File: src/rtl/xbar_cfg_pkg.sv
// ----------------------------------------------------------------------
// Read crossbar configuration: port counts, widths, address rule type
// and the read response codes
// ----------------------------------------------------------------------
package xbar_cfg_pkg;

  localparam int unsigned NO_SLV_PORTS  = 2;
  localparam int unsigned NO_MST_PORTS  = 2;
  localparam int unsigned NO_ADDR_RULES = 2;

  localparam int unsigned ADDR_WIDTH   = 32;
  localparam int unsigned DATA_WIDTH   = 32;
  localparam int unsigned SLV_ID_WIDTH = 4;
  // Master side ID carries the source slave port index on top
  localparam int unsigned MST_ID_WIDTH = SLV_ID_WIDTH + $clog2(NO_SLV_PORTS);

  typedef logic [ADDR_WIDTH-1:0]   addr_t;
  typedef logic [DATA_WIDTH-1:0]   data_t;
  typedef logic [SLV_ID_WIDTH-1:0] slv_id_t;
  typedef logic [MST_ID_WIDTH-1:0] mst_id_t;

  typedef logic       mst_idx_t;
  // Master port index, or NO_MST_PORTS for the decode-error target
  typedef logic [1:0] sel_t;
  typedef logic       slv_idx_t;
  typedef logic [1:0] resp_t;

  localparam resp_t RESP_OKAY   = 2'b00;
  localparam resp_t RESP_DECERR = 2'b11;

  typedef struct packed {
    mst_idx_t idx;
    addr_t    start_addr;
    addr_t    end_addr;
  } addr_rule_t;

endpackage

File: src/rtl/xbar_chan_pkg.sv
// ----------------------------------------------------------------------
// Read crossbar channel payloads for the AR and R channels, on the
// slave side and on the ID-extended master side
// ----------------------------------------------------------------------
package xbar_chan_pkg;

  import xbar_cfg_pkg::*;

  typedef struct packed {
    slv_id_t id;
    addr_t   addr;
  } slv_ar_t;

  typedef struct packed {
    mst_id_t id;
    addr_t   addr;
  } mst_ar_t;

  typedef struct packed {
    slv_id_t id;
    data_t   data;
    resp_t   resp;
  } slv_r_t;

  typedef struct packed {
    mst_id_t id;
    data_t   data;
    resp_t   resp;
  } mst_r_t;

endpackage

File: src/rtl/addr_decoder.sv
// ----------------------------------------------------------------------
// Address decoder: matches an address against the rule table and
// falls back to the default port or the decode-error target
// ----------------------------------------------------------------------
`timescale 1ns/1ps

module addr_decoder
  import xbar_cfg_pkg::*;
#(
  parameter int unsigned NO_ADDR_RULES = xbar_cfg_pkg::NO_ADDR_RULES
) (
  input  addr_t                          addr_i,
  input  addr_rule_t [NO_ADDR_RULES-1:0] addr_map_i,
  input  logic                           en_default_i,
  input  mst_idx_t                       default_port_i,
  output sel_t                           sel_o
);

  always_comb begin
    // No match yet
    if (en_default_i) begin
      sel_o = sel_t'(default_port_i);
    end else begin
      sel_o = sel_t'(NO_MST_PORTS);
    end
    // Later rules override earlier ones
    for (int unsigned r = 0; r < NO_ADDR_RULES; r++) begin
      if ((addr_i >= addr_map_i[r].start_addr) &&
          (addr_i < addr_map_i[r].end_addr)) begin
        sel_o = sel_t'(addr_map_i[r].idx);
      end
    end
  end

endmodule

File: src/rtl/trans_counter.sv
// ----------------------------------------------------------------------
// Outstanding read counter with full and empty flags
// ----------------------------------------------------------------------
`timescale 1ns/1ps

module trans_counter #(
  parameter int unsigned MAX_TRANS = 4
) (
  input  logic clk_i,
  input  logic rst_n_i,
  input  logic inc_i,
  input  logic dec_i,
  output logic full_o,
  output logic empty_o
);

  localparam int unsigned CNT_WIDTH = $clog2(MAX_TRANS + 1);

  logic [CNT_WIDTH-1:0] cnt_q;

  always_ff @(posedge clk_i or negedge rst_n_i) begin
    if (!rst_n_i) begin
      cnt_q <= '0;
    end else if (inc_i && !dec_i) begin
      cnt_q <= cnt_q + 1'b1;
    end else if (dec_i && !inc_i) begin
      cnt_q <= cnt_q - 1'b1;
    end
  end

  assign full_o  = (cnt_q == CNT_WIDTH'(MAX_TRANS));
  assign empty_o = (cnt_q == '0);

endmodule

File: src/rtl/rd_demux.sv
// ----------------------------------------------------------------------
// Read demux for one slave port: steers AR to one target, tracks the
// outstanding reads and returns R from the locked target
// ----------------------------------------------------------------------
`timescale 1ns/1ps

module rd_demux
  import xbar_cfg_pkg::*;
  import xbar_chan_pkg::*;
#(
  parameter int unsigned MAX_TRANS     = 4,
  parameter int unsigned NO_ADDR_RULES = xbar_cfg_pkg::NO_ADDR_RULES
) (
  input  logic                           clk_i,
  input  logic                           rst_n_i,
  input  slv_ar_t                        ar_i,
  input  logic                           ar_valid_i,
  output logic                           ar_ready_o,
  output slv_r_t                         r_o,
  output logic                           r_valid_o,
  input  logic                           r_ready_i,
  input  addr_rule_t [NO_ADDR_RULES-1:0] addr_map_i,
  input  logic                           en_default_i,
  input  mst_idx_t                       default_port_i,
  // Targets 0..NO_MST_PORTS-1 are master ports, the last one is the error slave
  output logic       [NO_MST_PORTS:0]    tgt_ar_valid_o,
  input  logic       [NO_MST_PORTS:0]    tgt_ar_ready_i,
  input  slv_r_t     [NO_MST_PORTS:0]    tgt_r_i,
  input  logic       [NO_MST_PORTS:0]    tgt_r_valid_i,
  output logic       [NO_MST_PORTS:0]    tgt_r_ready_o
);

  sel_t sel;
  sel_t locked_q;
  logic full, empty;
  logic stall;
  logic ar_hs, r_hs;

  addr_decoder #(
    .NO_ADDR_RULES ( NO_ADDR_RULES )
  ) u_addr_decoder (
    .addr_i         ( ar_i.addr      ),
    .addr_map_i     ( addr_map_i     ),
    .en_default_i   ( en_default_i   ),
    .default_port_i ( default_port_i ),
    .sel_o          ( sel            )
  );

  // All outstanding reads must share one target
  assign stall      = full || (!empty && (sel != locked_q));
  assign ar_ready_o = !stall && tgt_ar_ready_i[sel];
  assign ar_hs      = ar_valid_i && ar_ready_o;
  assign r_hs       = r_valid_o && r_ready_i;

  always_comb begin
    tgt_ar_valid_o      = '0;
    tgt_ar_valid_o[sel] = ar_valid_i && !stall;
  end

  always_ff @(posedge clk_i or negedge rst_n_i) begin
    if (!rst_n_i) begin
      locked_q <= '0;
    end else if (ar_hs) begin
      locked_q <= sel;
    end
  end

  trans_counter #(
    .MAX_TRANS ( MAX_TRANS )
  ) u_trans_counter (
    .clk_i   ( clk_i   ),
    .rst_n_i ( rst_n_i ),
    .inc_i   ( ar_hs   ),
    .dec_i   ( r_hs    ),
    .full_o  ( full    ),
    .empty_o ( empty   )
  );

  // Responses only come back from the locked target
  assign r_o       = tgt_r_i[locked_q];
  assign r_valid_o = tgt_r_valid_i[locked_q];

  always_comb begin
    tgt_r_ready_o           = '0;
    tgt_r_ready_o[locked_q] = r_ready_i;
  end

endmodule

File: src/rtl/decerr_slave.sv
// ----------------------------------------------------------------------
// Decode-error slave: answers each accepted read with DECERR
// ----------------------------------------------------------------------
`timescale 1ns/1ps

module decerr_slave
  import xbar_cfg_pkg::*;
  import xbar_chan_pkg::*;
(
  input  logic    clk_i,
  input  logic    rst_n_i,
  input  slv_ar_t ar_i,
  input  logic    ar_valid_i,
  output logic    ar_ready_o,
  output slv_r_t  r_o,
  output logic    r_valid_o,
  input  logic    r_ready_i
);

  logic    busy_q;
  slv_id_t id_q;

  // One read in flight at a time
  assign ar_ready_o = !busy_q;
  assign r_valid_o  = busy_q;

  always_ff @(posedge clk_i or negedge rst_n_i) begin
    if (!rst_n_i) begin
      busy_q <= 1'b0;
    end else if (ar_valid_i && ar_ready_o) begin
      busy_q <= 1'b1;
    end else if (r_valid_o && r_ready_i) begin
      busy_q <= 1'b0;
    end
  end

  always_ff @(posedge clk_i) begin
    if (ar_valid_i && ar_ready_o) begin
      id_q <= ar_i.id;
    end
  end

  assign r_o = '{id: id_q, data: '0, resp: RESP_DECERR};

endmodule

File: src/rtl/ar_arb_fsm.sv
// ----------------------------------------------------------------------
// Round-robin AR arbiter that keeps its grant until the handshake
// ----------------------------------------------------------------------
`timescale 1ns/1ps

module ar_arb_fsm #(
  parameter int unsigned N_REQ     = 2,
  parameter int unsigned IDX_WIDTH = (N_REQ > 1) ? $clog2(N_REQ) : 1
) (
  input  logic                 clk_i,
  input  logic                 rst_n_i,
  input  logic [N_REQ-1:0]     req_i,
  input  logic                 ack_i,
  output logic [IDX_WIDTH-1:0] gnt_o,
  output logic [N_REQ-1:0]     gnt_valid_o
);

  typedef enum logic {IDLE, LOCKED} state_e;

  state_e               state_q;
  logic [IDX_WIDTH-1:0] ptr_q, gnt_q, pick;
  logic                 found, gnt_act;

  // First requester after the last winner
  always_comb begin
    int unsigned cand;
    pick  = ptr_q;
    found = 1'b0;
    for (int unsigned k = 1; k <= N_REQ; k++) begin
      cand = (int'(ptr_q) + k) % N_REQ;
      if (!found && req_i[cand]) begin
        pick  = IDX_WIDTH'(cand);
        found = 1'b1;
      end
    end
  end

  assign gnt_o   = (state_q == LOCKED) ? gnt_q : pick;
  assign gnt_act = (state_q == LOCKED) ? req_i[gnt_q] : found;

  always_comb begin
    gnt_valid_o = '0;
    if (gnt_act) begin
      gnt_valid_o[gnt_o] = 1'b1;
    end
  end

  always_ff @(posedge clk_i or negedge rst_n_i) begin
    if (!rst_n_i) begin
      state_q <= IDLE;
      ptr_q   <= '0;
      gnt_q   <= '0;
    end else begin
      case (state_q)
        IDLE: begin
          if (found && !ack_i) begin
            state_q <= LOCKED;
            gnt_q   <= pick;
          end
        end
        LOCKED: begin
          if (ack_i) begin
            state_q <= IDLE;
          end
        end
        default: state_q <= IDLE;
      endcase
      if (ack_i) begin
        ptr_q <= gnt_o;
      end
    end
  end

endmodule

File: src/rtl/rd_mux.sv
// ----------------------------------------------------------------------
// Read mux for one master port: arbitrates AR with ID extension and
// returns R to the slave port named in the upper ID bits
// ----------------------------------------------------------------------
`timescale 1ns/1ps

module rd_mux
  import xbar_cfg_pkg::*;
  import xbar_chan_pkg::*;
(
  input  logic                               clk_i,
  input  logic                               rst_n_i,
  input  slv_ar_t [NO_SLV_PORTS-1:0]         slv_ar_i,
  input  logic    [NO_SLV_PORTS-1:0]         slv_ar_valid_i,
  output logic    [NO_SLV_PORTS-1:0]         slv_ar_ready_o,
  output slv_r_t  [NO_SLV_PORTS-1:0]         slv_r_o,
  output logic    [NO_SLV_PORTS-1:0]         slv_r_valid_o,
  input  logic    [NO_SLV_PORTS-1:0]         slv_r_ready_i,
  output mst_ar_t                            mst_ar_o,
  output logic                               mst_ar_valid_o,
  input  logic                               mst_ar_ready_i,
  input  mst_r_t                             mst_r_i,
  input  logic                               mst_r_valid_i,
  output logic                               mst_r_ready_o
);

  slv_idx_t                gnt;
  logic [NO_SLV_PORTS-1:0] gnt_valid;
  slv_idx_t                r_dst;

  ar_arb_fsm #(
    .N_REQ ( NO_SLV_PORTS )
  ) u_ar_arb_fsm (
    .clk_i       ( clk_i                            ),
    .rst_n_i     ( rst_n_i                          ),
    .req_i       ( slv_ar_valid_i                   ),
    .ack_i       ( mst_ar_valid_o && mst_ar_ready_i ),
    .gnt_o       ( gnt                              ),
    .gnt_valid_o ( gnt_valid                        )
  );

  // Source port index goes on top of the slave ID
  assign mst_ar_valid_o = |gnt_valid;
  assign mst_ar_o       = '{id: {gnt, slv_ar_i[gnt].id}, addr: slv_ar_i[gnt].addr};
  assign slv_ar_ready_o = gnt_valid & {NO_SLV_PORTS{mst_ar_ready_i}};

  assign r_dst         = slv_idx_t'(mst_r_i.id >> SLV_ID_WIDTH);
  assign mst_r_ready_o = slv_r_ready_i[r_dst];

  for (genvar k = 0; k < NO_SLV_PORTS; k++) begin : gen_r_split
    assign slv_r_o[k] = '{
      id:   mst_r_i.id[SLV_ID_WIDTH-1:0],
      data: mst_r_i.data,
      resp: mst_r_i.resp
    };
    assign slv_r_valid_o[k] = mst_r_valid_i && (r_dst == slv_idx_t'(k));
  end

endmodule

File: src/rtl/rd_xbar.sv
// ----------------------------------------------------------------------
// Read-only crossbar: per-port demuxes and error slaves on the slave
// side, per-port arbitrating muxes on the master side
// ----------------------------------------------------------------------
`timescale 1ns/1ps

module rd_xbar
  import xbar_cfg_pkg::*;
  import xbar_chan_pkg::*;
#(
  parameter int unsigned MAX_TRANS     = 4,
  parameter int unsigned NO_ADDR_RULES = xbar_cfg_pkg::NO_ADDR_RULES
) (
  input  logic                             clk_i,
  input  logic                             rst_n_i,
  input  slv_ar_t    [NO_SLV_PORTS-1:0]    slv_ar_i,
  input  logic       [NO_SLV_PORTS-1:0]    slv_ar_valid_i,
  output logic       [NO_SLV_PORTS-1:0]    slv_ar_ready_o,
  output slv_r_t     [NO_SLV_PORTS-1:0]    slv_r_o,
  output logic       [NO_SLV_PORTS-1:0]    slv_r_valid_o,
  input  logic       [NO_SLV_PORTS-1:0]    slv_r_ready_i,
  output mst_ar_t    [NO_MST_PORTS-1:0]    mst_ar_o,
  output logic       [NO_MST_PORTS-1:0]    mst_ar_valid_o,
  input  logic       [NO_MST_PORTS-1:0]    mst_ar_ready_i,
  input  mst_r_t     [NO_MST_PORTS-1:0]    mst_r_i,
  input  logic       [NO_MST_PORTS-1:0]    mst_r_valid_i,
  output logic       [NO_MST_PORTS-1:0]    mst_r_ready_o,
  input  addr_rule_t [NO_ADDR_RULES-1:0]   addr_map_i,
  input  logic       [NO_SLV_PORTS-1:0]    en_default_i,
  input  mst_idx_t   [NO_SLV_PORTS-1:0]    default_port_i
);

  // Demux side, one extra target per slave port for the error slave
  logic   [NO_SLV_PORTS-1:0][NO_MST_PORTS:0]   dmx_ar_valid, dmx_ar_ready;
  slv_r_t [NO_SLV_PORTS-1:0][NO_MST_PORTS:0]   dmx_r;
  logic   [NO_SLV_PORTS-1:0][NO_MST_PORTS:0]   dmx_r_valid, dmx_r_ready;
  // Mux side, indexed by master port first
  logic   [NO_MST_PORTS-1:0][NO_SLV_PORTS-1:0] mux_ar_valid, mux_ar_ready;
  slv_r_t [NO_MST_PORTS-1:0][NO_SLV_PORTS-1:0] mux_r;
  logic   [NO_MST_PORTS-1:0][NO_SLV_PORTS-1:0] mux_r_valid, mux_r_ready;

  for (genvar i = 0; i < NO_SLV_PORTS; i++) begin : gen_slv_port
    rd_demux #(
      .MAX_TRANS     ( MAX_TRANS     ),
      .NO_ADDR_RULES ( NO_ADDR_RULES )
    ) u_rd_demux (
      .clk_i          ( clk_i             ),
      .rst_n_i        ( rst_n_i           ),
      .ar_i           ( slv_ar_i[i]       ),
      .ar_valid_i     ( slv_ar_valid_i[i] ),
      .ar_ready_o     ( slv_ar_ready_o[i] ),
      .r_o            ( slv_r_o[i]        ),
      .r_valid_o      ( slv_r_valid_o[i]  ),
      .r_ready_i      ( slv_r_ready_i[i]  ),
      .addr_map_i     ( addr_map_i        ),
      .en_default_i   ( en_default_i[i]   ),
      .default_port_i ( default_port_i[i] ),
      .tgt_ar_valid_o ( dmx_ar_valid[i]   ),
      .tgt_ar_ready_i ( dmx_ar_ready[i]   ),
      .tgt_r_i        ( dmx_r[i]          ),
      .tgt_r_valid_i  ( dmx_r_valid[i]    ),
      .tgt_r_ready_o  ( dmx_r_ready[i]    )
    );

    decerr_slave u_decerr_slave (
      .clk_i      ( clk_i                          ),
      .rst_n_i    ( rst_n_i                        ),
      .ar_i       ( slv_ar_i[i]                    ),
      .ar_valid_i ( dmx_ar_valid[i][NO_MST_PORTS]  ),
      .ar_ready_o ( dmx_ar_ready[i][NO_MST_PORTS]  ),
      .r_o        ( dmx_r[i][NO_MST_PORTS]         ),
      .r_valid_o  ( dmx_r_valid[i][NO_MST_PORTS]   ),
      .r_ready_i  ( dmx_r_ready[i][NO_MST_PORTS]   )
    );

    for (genvar j = 0; j < NO_MST_PORTS; j++) begin : gen_cross
      assign mux_ar_valid[j][i] = dmx_ar_valid[i][j];
      assign dmx_ar_ready[i][j] = mux_ar_ready[j][i];
      assign dmx_r[i][j]        = mux_r[j][i];
      assign dmx_r_valid[i][j]  = mux_r_valid[j][i];
      assign mux_r_ready[j][i]  = dmx_r_ready[i][j];
    end
  end

  for (genvar j = 0; j < NO_MST_PORTS; j++) begin : gen_mst_port
    rd_mux u_rd_mux (
      .clk_i          ( clk_i             ),
      .rst_n_i        ( rst_n_i           ),
      .slv_ar_i       ( slv_ar_i          ),
      .slv_ar_valid_i ( mux_ar_valid[j]   ),
      .slv_ar_ready_o ( mux_ar_ready[j]   ),
      .slv_r_o        ( mux_r[j]          ),
      .slv_r_valid_o  ( mux_r_valid[j]    ),
      .slv_r_ready_i  ( mux_r_ready[j]    ),
      .mst_ar_o       ( mst_ar_o[j]       ),
      .mst_ar_valid_o ( mst_ar_valid_o[j] ),
      .mst_ar_ready_i ( mst_ar_ready_i[j] ),
      .mst_r_i        ( mst_r_i[j]        ),
      .mst_r_valid_i  ( mst_r_valid_i[j]  ),
      .mst_r_ready_o  ( mst_r_ready_o[j]  )
    );
  end

endmodule

File: config.mk
export PLATFORM = sky130hd
export DESIGN_NAME = rd_xbar
export DESIGN_NICKNAME = d
export VERILOG_FILES = /design/src/rtl/xbar_cfg_pkg.sv /design/src/rtl/xbar_chan_pkg.sv /design/src/rtl/addr_decoder.sv /design/src/rtl/trans_counter.sv /design/src/rtl/rd_demux.sv /design/src/rtl/decerr_slave.sv /design/src/rtl/ar_arb_fsm.sv /design/src/rtl/rd_mux.sv /design/src/rtl/rd_xbar.sv
export SDC_FILE = /design/constraint.sdc
export NUM_CORES = 1
export LEC_CHECK = 0
export ABC_AREA = 1
export BUFFER_PORTS_ARGS = -buffer_cell sky130_fd_sc_hd__buf_4
export CAP_MARGIN = 20
export CORE_AREA = 2 2 173 175
export CTS_BUF_LIST = sky130_fd_sc_hd__clkbuf_2 sky130_fd_sc_hd__clkbuf_4 sky130_fd_sc_hd__clkbuf_8
export DETAILED_ROUTE_END_ITERATION = 8
export DIE_AREA = 0 0 175 177
export SYNTH_ARGS = -nofsm -noshare
export SYNTH_HDL_FRONTEND = slang
export SYNTH_SLANG_ARGS = --single-unit
File: constraint.sdc
create_clock -name clk_i -period 6.8 [get_ports clk_i]
set_input_delay 0.34 -clock clk_i [delete_from_list [all_inputs] [get_ports clk_i]]
set_output_delay 0.34 -clock clk_i [all_outputs]
set_load 0.005 [all_outputs]
==> results.md, run 1 <==
Final layout:
- The layout cell share with drive strength beyond 1 is 25.1%.
- Relative to the synthesized area, the layout overhead comes to 39.3%.
- With fillers left out, the area of the finished cells amounts to 13500 um^2.
- The number of nets in the layout is 2528.

STA:
- After layout, the worst path uses approximately 65% of the clock period.
- The setup-violating endpoint count in the final report is 0.
- Counting I/O delays and the setup requirement, the final critical path takes 4400 ps.
- Adding up every negative setup slack in the final design gives 0 ps.
- The post-layout worst setup margin is 2400 ps.
- The tightest hold path in the finished design has a slack of roughly 260 ps.
- Setup repair after global routing left no endpoint under its margin.
- Headroom to the max-slew limit came out at roughly half.
- The final hold violation count is 0.
- For the pin with the worst max-slew slack, the measured transition is 742 ps.
- The max-slew violation count is 0.
- For this run, the top clock speed supported by timing is 227 MHz.
- The clock arrives with 1.93 ps of skew.

Route:
- The top routing layer in use is met4.
- In the final routing, the length of wire on met1 measures ~18000 um.
- The wire length reported by the detailed router is about 42000 um.
- The via-per-instance ratio is 4.87.
- Before antenna repair, the detailed router went through 5 iterations.
- The DRC marker count from the first detailed-route iteration is 554.
- After detailed routing, the met2 layer carries between 20000 and 25000 um of wire.
- After detailed routing, the average wire length per cell comes to approximately 18 um.
- The number of routed nets with antenna violations is 0.
- Summing over every cut layer, the via total after detailed routing is 11500.
- For this run, design rule violations remaining after detail routing come to 0.
- In the detailed route, the total length drawn on met3 is about 2700 um.

Setup path:
- The critical register-to-register path startpoint is gen_slv_port[0].u_rd_demux.locked_q[0]$_DFFE_PN0P_.
- The worst setup path is launched from an input port.
- The most critical setup path has its startpoint at slv_ar_i[31].
- For flop-to-flop paths, the worst setup slack is around 3500 ps.
- The data arrival time of the critical path is 4570 ps.
- The worst setup path is captured at a register.
- The worst setup path is of the in2reg kind.
- Counting cells, the worst reg-to-reg path comes to 19.
- Of all nets on the critical path, the largest fanout is 73.
- The required time of the worst setup path is 6960 ps.

Place:
- OpenSTA, run right after detailed placement, puts the worst setup slack at between 2000 and 2500 ps.
- The total placed instance area is 13400 um^2.
- The HPWL after detailed placement is 36600 um.
- The quantity of I/O buffers inserted on ports is 451.
- The final weighted congestion of routability-driven global placement is 0.925.

Clock tree:
- The number of buffers between clock root and the deepest sink is 2.
- CTS built an H-tree with a depth of 1.
- The clock reaches the later pin of the worst-skew pair after between 200 and 300 ps.
- TritonCTS built the clock tree.
- Counting every sink on the clock net gives 26.
- After clock tree synthesis, the clock-pin slew on the worst setup and hold paths is around 90 ps.
- The CTS root buffer is clkbuf_8.
- The number of buffers inserted to repair setup after CTS is 0.
- Clock tree synthesis inserted a total of 3 buffers.

Synth:
- The synthesis warning total is 0.
- The number of different library cells used by synthesis comes to 38.
- The commonest cells after synthesis are nand2_1 (353), inv_1 (341), ha_1 (254), a21oi_1 (122), o21ai_0 (109).
- The sequential-to-total area share from yosys stat is 7.13%.
- The mean instance size in the synthesized netlist is roughly 6.2 um^2.
- The number of flops mapped to enable cells by yosys is 8.
- Ranked by total cell area, the synthesized netlist is headed by ha_1 (33%), nand2_1 (14%), inv_1 (13%).
- The number of storage elements in the synthesis netlist is 26.
- Synthesis handed over a netlist of 1557 instances.
- The net count of the mapped netlist is 2107.
- The share of the synthesized area in the top cell type is 32.8%.
- By instance count, the leading cell after synthesis is nand2_1.
- The area of the mapped netlist is 9690 um^2.
- The async set or reset register ratio after synthesis is 69.2%.
- The most used flip-flop cell after synthesis is dfrtp_1.
- The cell accounting for the most synthesized area is ha_1.

Power:
- The final total power is 2.92 mW.
- For this design the static power due to leakage is 8.19 nW.
- The power per cell area is 216 nW/um^2.
- Across the VDD grid, the largest voltage drop is 201 uV.

Run:
- The count of maximum capacitance violations is 0.

Global routing:
- Global routing consumed, over all layers together, between 20% and 30% of the routing resources.
- Global routing finished with a remaining overflow of 0.
- The first global-routing pass estimated 62500 um of wire.
- The pin count of the biggest net entering global routing is 74.
- The initial antenna violation count came to 2.
- The via count of the first global-routing pass was 11300.

Floorplanning:
- The vertical extent of the die is 177 um.
- During I/O placement, the number of pins put on the boundary was approximately 450.
- The area of the die is 31000 um^2.
- The core footprint is 29200 um^2.
- The number of standard-cell rows in the floorplan is 63.
- The die is between 150 and 200 um wide.
- Once the floorplan was initialized, standard cells occupied 33.1% of the core.

Run status:
- The flow ran to the end, and the final reports show no timing, DRC or antenna violations.

Min path:
- The path class of the tightest hold or removal check is in2reg.
- Counting instances, the worst hold path has a depth of 1.
-- layout by cell type, fill, tap and decap left out, types with 6 or more instances in the layout --
master | Yosys | final
buf_4 | 10 | 452
nand2_1 | 353 | 353
inv_1 | 341 | 341
ha_1 | 254 | 254
a21oi_1 | 122 | 122
o21ai_0 | 109 | 109
nor2_1 | 80 | 80
o22ai_1 | 65 | 65
nand3_1 | 39 | 39
nand4_1 | 27 | 27
dfrtp_1 | 18 | 18
o21a_1 | 14 | 14
o21ai_1 | 13 | 13
nand3_2 | 11 | 11
o221ai_1 | 10 | 10
edfxtp_1 | 8 | 8
nor3_1 | 6 | 6
nand2_2 | 6 | 6
-- state kept, by name (all words and copies together), names as in the netlist --
name                                           flops
gen_mst_port.u_rd_mux.u_ar_arb_fsm.gnt_q           2
gen_mst_port.u_rd_mux.u_ar_arb_fsm.ptr_q           2
gen_mst_port.u_rd_mux.u_ar_arb_fsm.state_q         2
gen_slv_port.u_decerr_slave.id_q                   8
gen_slv_port.u_decerr_slave.r_valid_o              2
gen_slv_port.u_rd_demux.locked_q                   4
gen_slv_port.u_rd_demux.u_trans_counter.cnt_q      6
-- kinds of logic after synthesis --
group           count (synthesis)  synth area share (%)
fa+ha+maj                     256                  33.2
xor+xnor                        4                 0.362
compound gates                346                  19.8
buf+inv                       386                  15.5
simple gates                  536                  23.6
mux                             3                 0.349
flops                          26                  7.13
-- critical path, stage by stage --
cell,delay (ps)
buf_4,150
ha_1,300
nand2_1,70
nor2_1,140
nand2_1,160
nor2_1,290
nand4_1,170
nand3_2,150
nand3_2,110
nand3_2,90
nor2_1,50
nor2_2,120
nand2_2,70
nand2_4,80
nand3_1,90
nand2_1,100
nand3_2,80
nand2_4,540
nand2_1,200
nand2_2,120
nand4_2,100
inv_1,80
ha_1,130
inv_1,60
fa_1,370
a21oi_1,140
o21ai_0,110
xor2_1,150
-- what timing repair did --
item / 4_1_cts / 5_1_grt
hold endpoints to repair: 18 / 0
resized for setup: 0 / 0
hold buffers: 1 / 0
-- stage by stage --
step	cells	utilization, %
CTS	2366	46.1
floorplan	1557	-
finish	2369	46.2
detailed placement	2361	45.8
global route	2369	46.2
global placement	2360	45.7
-- how the worst min path moves through the flow --
stage / to / slack (ps) / from
finish: gen_slv_port[1].u_decerr_slave.id_q[3]$_DFFE_PP_ / 260 / slv_ar_i[71]
global route: gen_slv_port[1].u_decerr_slave.id_q[3]$_DFFE_PP_ / 240 / slv_ar_i[71]
CTS: gen_slv_port[1].u_decerr_slave.id_q[3]$_DFFE_PP_ / 250 / slv_ar_i[71]
detailed placement: gen_mst_port[0].u_rd_mux.u_ar_arb_fsm.ptr_q$_DFFE_PN0P_ / 240 / rst_n_i
global placement: gen_mst_port[1].u_rd_mux.u_ar_arb_fsm.state_q$_DFF_PN0_ / 230 / rst_n_i
floorplan: gen_mst_port[0].u_rd_mux.u_ar_arb_fsm.gnt_q$_DFFE_PN0P_ / 40 / rst_n_i
-- routing by layer --
| metal | global-route usage [%] | vias up |
|---|---|---|
| met5 | 0 | - |
| met4 | 6.88 | 0 |
| met3 | 4.49 | 54 |
| met2 | 46.2 | 390 |
| met1 | 31.5 | 5127 |
| li1 | - | 5967 |
-- cell type report --
class | count | area [um^2]
Fill cell | 3123 | 15700
Multi-Input combinational cell | 1145 | 7500
Timing Repair Buffer | 455 | 3450
Inverter | 347 | 1300
Sequential cell | 26 | 691
Tap cell | 390 | 488
Clock buffer | 3 | 41.3
Clock inverter | 1 | 30.0
Antenna cell | 2 | 5.00
-- report_power, final --
part	switching (mW)	internal, mW
clock network	0.0526	0.0789
logic	1.38	1.14
registers	0.0536	0.217
Note: power is estimated with default switching activity, not from simulation.
==> inputs of run 2 (changes only) <==
--- a/config.mk
+++ b/config.mk
@@ -5,13 +5,13 @@
 export SDC_FILE = /design/constraint.sdc
 export NUM_CORES = 1
 export LEC_CHECK = 0
-export ABC_AREA = 1
+export ABC_AREA = 0
 export BUFFER_PORTS_ARGS = -buffer_cell sky130_fd_sc_hd__buf_4
 export CAP_MARGIN = 20
-export CORE_AREA = 2 2 173 175
+export CORE_AREA = 2 2 176 178
 export CTS_BUF_LIST = sky130_fd_sc_hd__clkbuf_2 sky130_fd_sc_hd__clkbuf_4 sky130_fd_sc_hd__clkbuf_8
 export DETAILED_ROUTE_END_ITERATION = 8
-export DIE_AREA = 0 0 175 177
+export DIE_AREA = 0 0 178 180
 export SYNTH_ARGS = -nofsm -noshare
 export SYNTH_HDL_FRONTEND = slang
 export SYNTH_SLANG_ARGS = --single-unit
==> constraint.sdc (replaced) <==
create_clock -name clk_i -period 4.35 [get_ports clk_i]
set_input_delay 0.2175 -clock clk_i [delete_from_list [all_inputs] [get_ports clk_i]]
set_output_delay 0.2175 -clock clk_i [all_outputs]
set_load 0.005 [all_outputs]
==> run 2 against run 1 <==
Non-clock buffer count increased by 178. Flip-flop and latch count unchanged. Synthesized cell count shrank 22%. Register-to-register slack lost 2200 ps. Sequential share of layout area down 0.65 points. Final cell count shrank 6.7%. Critical path type is now in2out.
==> results.md, run 2 <==
Setup path:
- The signal on the critical path passes through buf_4, buf_4, ha_4, nand4_1, nor2_1, a221oi_2, o211ai_1, buf_4, a32o_2, o41ai_4, xnor2_1, o31ai_2, buf_4, and4_4, a221oi_4, buf_8, clkbuf_16, mux2_4, buf_4.
- The class of the most critical setup path is in2out (was in2reg).
- The largest stage delay on the critical path is 430 ps (was 540 ps).
- The data arrival time of the critical path is 4040 ps (was 4570 ps).
- The setup slack on the worst flop-to-flop path is 1210 ps (was 3450 ps).
- The launching element type of the critical path is an input port (unchanged).
- The worst-path cell with the longest stage delay was o41ai_4 (was nand2_4).
- The maximum fanout encountered on the critical timing path is 6 (was 73).
- The cell that appears most often on the critical path is buf_4.
- The endpoint kind of the worst setup timing path is an output port (was register).
- The required time of the worst setup path came to 4130 ps (was 6960 ps).
- The depth of the worst register-to-register path came to 13 (was 19).
- The startpoint of the most critical setup path is slv_ar_i[31] (unchanged).
- In this run the worst setup path terminates at mst_ar_o[25].

STA:
- The post-layout worst setup margin was 92.8 ps (was 2400 ps).
- The final cycle utilization of the critical path is 97.9%.
- The setup-violating endpoint count in the final report came to 0 (unchanged).
- The clock skew after layout is 5.81 ps (was 1.93 ps).
- Subtracting the final worst setup slack from the clock period gives 4260 ps.
- Timing would allow up to 235 MHz.
- The remaining max-slew budget at the tightest pin came to 53.6% (was 50.5%).
- The actual transition at the worst max-transition pin came to 696 ps (was 742 ps).
- The max-slew violation count is 0 (unchanged).
- The final hold violation count came to 0 (unchanged).

Global routing:
- The total congestion overflow was 0 (unchanged).
- The pin count of the biggest net entering global routing is 43 (was 74).
- The initial antenna violation count is 5 (was 2).
- The global-route track usage on met3 is 3.34% (was 4.49%).
- The most used routing layer is met2 (unchanged).
- The wire length of the first global-routing pass is 63900 um (was 62500 um).
- The via count of the first global-routing pass was 11500 (was 11300).
- The met1 usage is 29.4% (was 31.5%).
- The total track usage is 25.7% (about the same).
- The met2 routing resource usage after global routing was 48.6% (was 46.2%).

Synth:
- The proportion of synthesized area in mux cells came to 17.1% (was 0.349%).
- The cell accounting for the most synthesized area was ha_1 (unchanged).
- The synthesized-area fraction occupied by ao, oa, aoi and oai cells is 19.0% (was 19.8%).
- The adder-cell share of the synthesized area is 32.7% (was 33.2%).
- The synthesized-area fraction occupied by and/or/nand/nor cells is 15.8% (was 23.6%).
- The most used flip-flop cell after synthesis is dfrtp_1 (unchanged).
- The distinct cell type count of the synthesized netlist is 84 (was 38).
- The number of storage elements in the synthesis netlist is 26 (unchanged).
- The share of the synthesized area in the top cell type is 32.3% (was 32.8%).
- The xor and xnor fraction of the mapped netlist area was 0.801% (was 0.361%).
- The net count of the mapped netlist came to 1763 (was 2107).
- The mean instance size in the synthesized netlist was 8.11 um^2 (was 6.22 um^2).
- Top post-synthesis cells by area: ha_1 (32%), mux2i_1 (7.6%), inv_1 (5.5%) (was ha_1 (33%), nand2_1 (14%), inv_1 (13%)).
- The number of flops mapped to enable cells by yosys was 8 (unchanged).
- The sequential-to-total area share from yosys stat is 7.02% (was 7.13%).
- The area of the mapped netlist was 9840 um^2 (was 9690 um^2).
- The dominant combinational cell family by area after synthesis is adder cells (unchanged).
- The async set or reset register ratio after synthesis was 69.2% (unchanged).
- Cell types with the highest counts after synthesis: ha_1 (254), inv_1 (143), nor2_1 (108), nand2_1 (88), a21oi_1 (81) (was nand2_1 (353), inv_1 (341), ha_1 (254), a21oi_1 (122), o21ai_0 (109)).
- The synthesis warning total came to 0 (unchanged).
- The most frequently used cell type in the post-synthesis netlist is ha_1 (was nand2_1).
- The number of cells produced by synthesis came to 1213 (was 1557).

Floorplanning:
- The vertical extent of the die is 180 um (was 177 um).
- The die width is 178 um (was 175 um).
- The starting density of the core is 32.6% (was 33.1%).
- The number of standard-cell rows in the floorplan is 64 (was 63).
- The boundary pin count is 452 (unchanged).
- The core footprint came to 30200 um^2 (was 29200 um^2).
- The area of the die is 32000 um^2 (was 31000 um^2).

Route:
- The first-pass detailed-route iteration total is 5 (unchanged).
- The wire length reported by the detailed router is 44400 um (was 41600 um).
- The number of routed nets with antenna violations is 0 (unchanged).
- The via-per-instance ratio came to 5.22 (was 4.87).
- The vias after detailed routing is 11500 (about the same).
- The remaining design rule violation count is 0 (unchanged).
- The average wire per cell in the routed design is 20.1 um (was 17.6 um).
- The DRC marker count from the first detailed-route iteration is 437 (was 554).

Final layout:
- The layout cell share with drive strength beyond 1 is 43.6% (was 25.1%).
- Regs by FF count: gen_slv_port.u_decerr_slave.id_q x8, gen_slv_port.u_rd_demux.u_trans_counter.cnt_q x6, gen_slv_port.u_rd_demux.locked_q x4 (unchanged).
- The flip-flop count of the largest register after layout came to 8 (unchanged).
- The post-layout utilization of the core is 51.5% (was 46.2%).
- The register with the highest flop count is gen_slv_port.u_decerr_slave.id_q (unchanged).
- The area added between synthesis and finish is 58.0% (was 39.3%).
- The final instance area is 15500 um^2 (was 13500 um^2).
- Most frequent cells in the layout: buf_4 (619), ha_1 (241), inv_1 (137) (was buf_4 (452), nand2_1 (353), inv_1 (341)).
- The number of nets in the layout is 2362 (was 2528).
- The most common cell after layout, fill and taps aside is buf_4 (unchanged).

Clock tree:
- The number of sinks handled by clock tree synthesis came to 26 (unchanged).
- The CTS tree is done (unchanged).
- The CTS root buffer is clkbuf_8 (unchanged).
- The depth of the CTS H-tree is 1 (unchanged).
- The clock latency of the later-clocked register in the worst-skew pair is 290 ps (was 280 ps).
- The number of buffers between clock root and the deepest sink was 2 (unchanged).
- The clock-pin slew on the worst setup and hold paths is 100 ps (was 90 ps).
- The CTS buffer count is 3 (unchanged).

Power:
- The power per cell area was 349 nW/um^2 (was 216 nW/um^2).
- The leakage component of the power is 8.16 nW (was 8.19 nW).
- The worst vdd rail ir drop is 230 uV (was 201 uV).

Run:
- The count of maximum capacitance violations was 0 (unchanged).

Place:
- The final weighted congestion of routability-driven global placement came to 0.914 (was 0.925).
- The quantity of I/O buffers inserted on ports is 451 (unchanged).
- The total placed instance area is 14800 um^2 (was 13400 um^2).
- The half-perimeter wire length of the detailed placement result was 38000 um (was 36600 um).
- The post-placement worst setup slack was -463 ps (was 2030 ps).

Min path:
- The worst min-delay path startpoint is mst_ar_ready_i[1] (was slv_ar_i[71]).
- The kind of path behind the tightest hold check is in2reg (unchanged).

Run status:
- Outcome: finished clean (unchanged).
==> run 2: cell types whose count changed after synthesis, sizes merged, moves of 11 or more <==
cell    previous run  this run
a211oi             0        15
a21o               5        28
a21oi            124        83
and4               0        12
inv              346       143
mux2               3        73
mux2i              0        75
nand2            362        88
nand2b             0        11
nand3             50        28
nor2              83       108
o211ai             0        15
o21ai            122        53
o22ai             65         2
==> run 2: area by class of cell <==
class                   instances  area (um^2)
repair buffers                633         4880
diodes                          4         10.0
flip-flops and latches         26          693
inverters                     143          541
well taps                     396          495
multi-input cells            1005         8850
clock buffers                   3         41.3
fillers                      2898        14700
clock inverters                 1         30.0
==> run 2: cell families after synthesis <==
logic type,after synthesis
flops,26
simple gates,323
mux,148
xor+xnor,9
compound gates,269
fa+ha+maj,256
buf+inv,182
==> run 2: worst max-delay path: cells and delay by family <==
family | cells | cell delay (ps)
fa+ha+maj | 1 | 230
simple gates | 3 | 450
buf+inv | 7 | 1190
compound gates | 6 | 1450
mux | 1 | 300
xor+xnor | 1 | 180
==> run 2: what timing repair did <==
action / in CTS / in global routing
setup endpoints to repair: 54 / 75
resized for setup: 16 / 78
pin swaps: 8 / 39
cloned: 1 / 3
hold endpoints to repair: 18 / 0
setup buffers: 5 / 10
hold buffers: 1 / 0
==> run 2: metrics by stage <==
| stage | instances | setup TNS, ps | total power [mW] | hold WS (ps) |
|---|---|---|---|---|
| 2_1_floorplan | 1213 | 0 | 2.72 | -78.1 |
| 3_3_place_gp | 2183 | -11320 | 4.80 | 104 |
| 3_5_place_dp | 2183 | -10030 | 4.82 | 105 |
| 4_1_cts | 2194 | -6.30 | 5.20 | 112 |
| 5_1_grt | 2210 | -168 | 5.81 | 113 |
| 6_report | 2211 | 0 | 5.42 | 122 |
==> run 2: worst min-delay path by stage <==
| stage | to | slack, ps | cells after the start |
|---|---|---|---|
| after floorplan | gen_mst_port[0].u_rd_mux.u_ar_arb_fsm.gnt_q$_DFFE_PN0P_ | -80 | 0 |
| after CTS | gen_mst_port[1].u_rd_mux.u_ar_arb_fsm.state_q$_DFF_PN0_ | 110 | 2 |
| after detailed placement | asynchronous set/reset pin | 110 | 1 |
| final | gen_mst_port[1].u_rd_mux.u_ar_arb_fsm.state_q$_DFF_PN0_ | 120 | 2 |
| after global placement | asynchronous set/reset pin | 100 | 1 |
| after global routing | gen_mst_port[1].u_rd_mux.u_ar_arb_fsm.state_q$_DFF_PN0_ | 110 | 2 |
==> run 2: where the power goes <==
group	switching (mW)	leakage (nW)	internal, mW
Sequential	0.121	0.290	0.341
Combinational	2.19	7.83	2.56
Clock	0.0871	0.0357	0.124
Total	2.40	8.16	3.03
==> run 2: layer usage <==
| metal | wire (um) | part of all wire, % | up-vias |
|---|---|---|---|
| met5 | 13 | 0.029 | - |
| met4 | 1470 | 3.3 | 2 |
| met3 | 2520 | 5.7 | 61 |
| met2 | 22800 | 51 | 384 |
| met1 | 17600 | 40 | 5407 |
| li1 | - | - | 5678 |
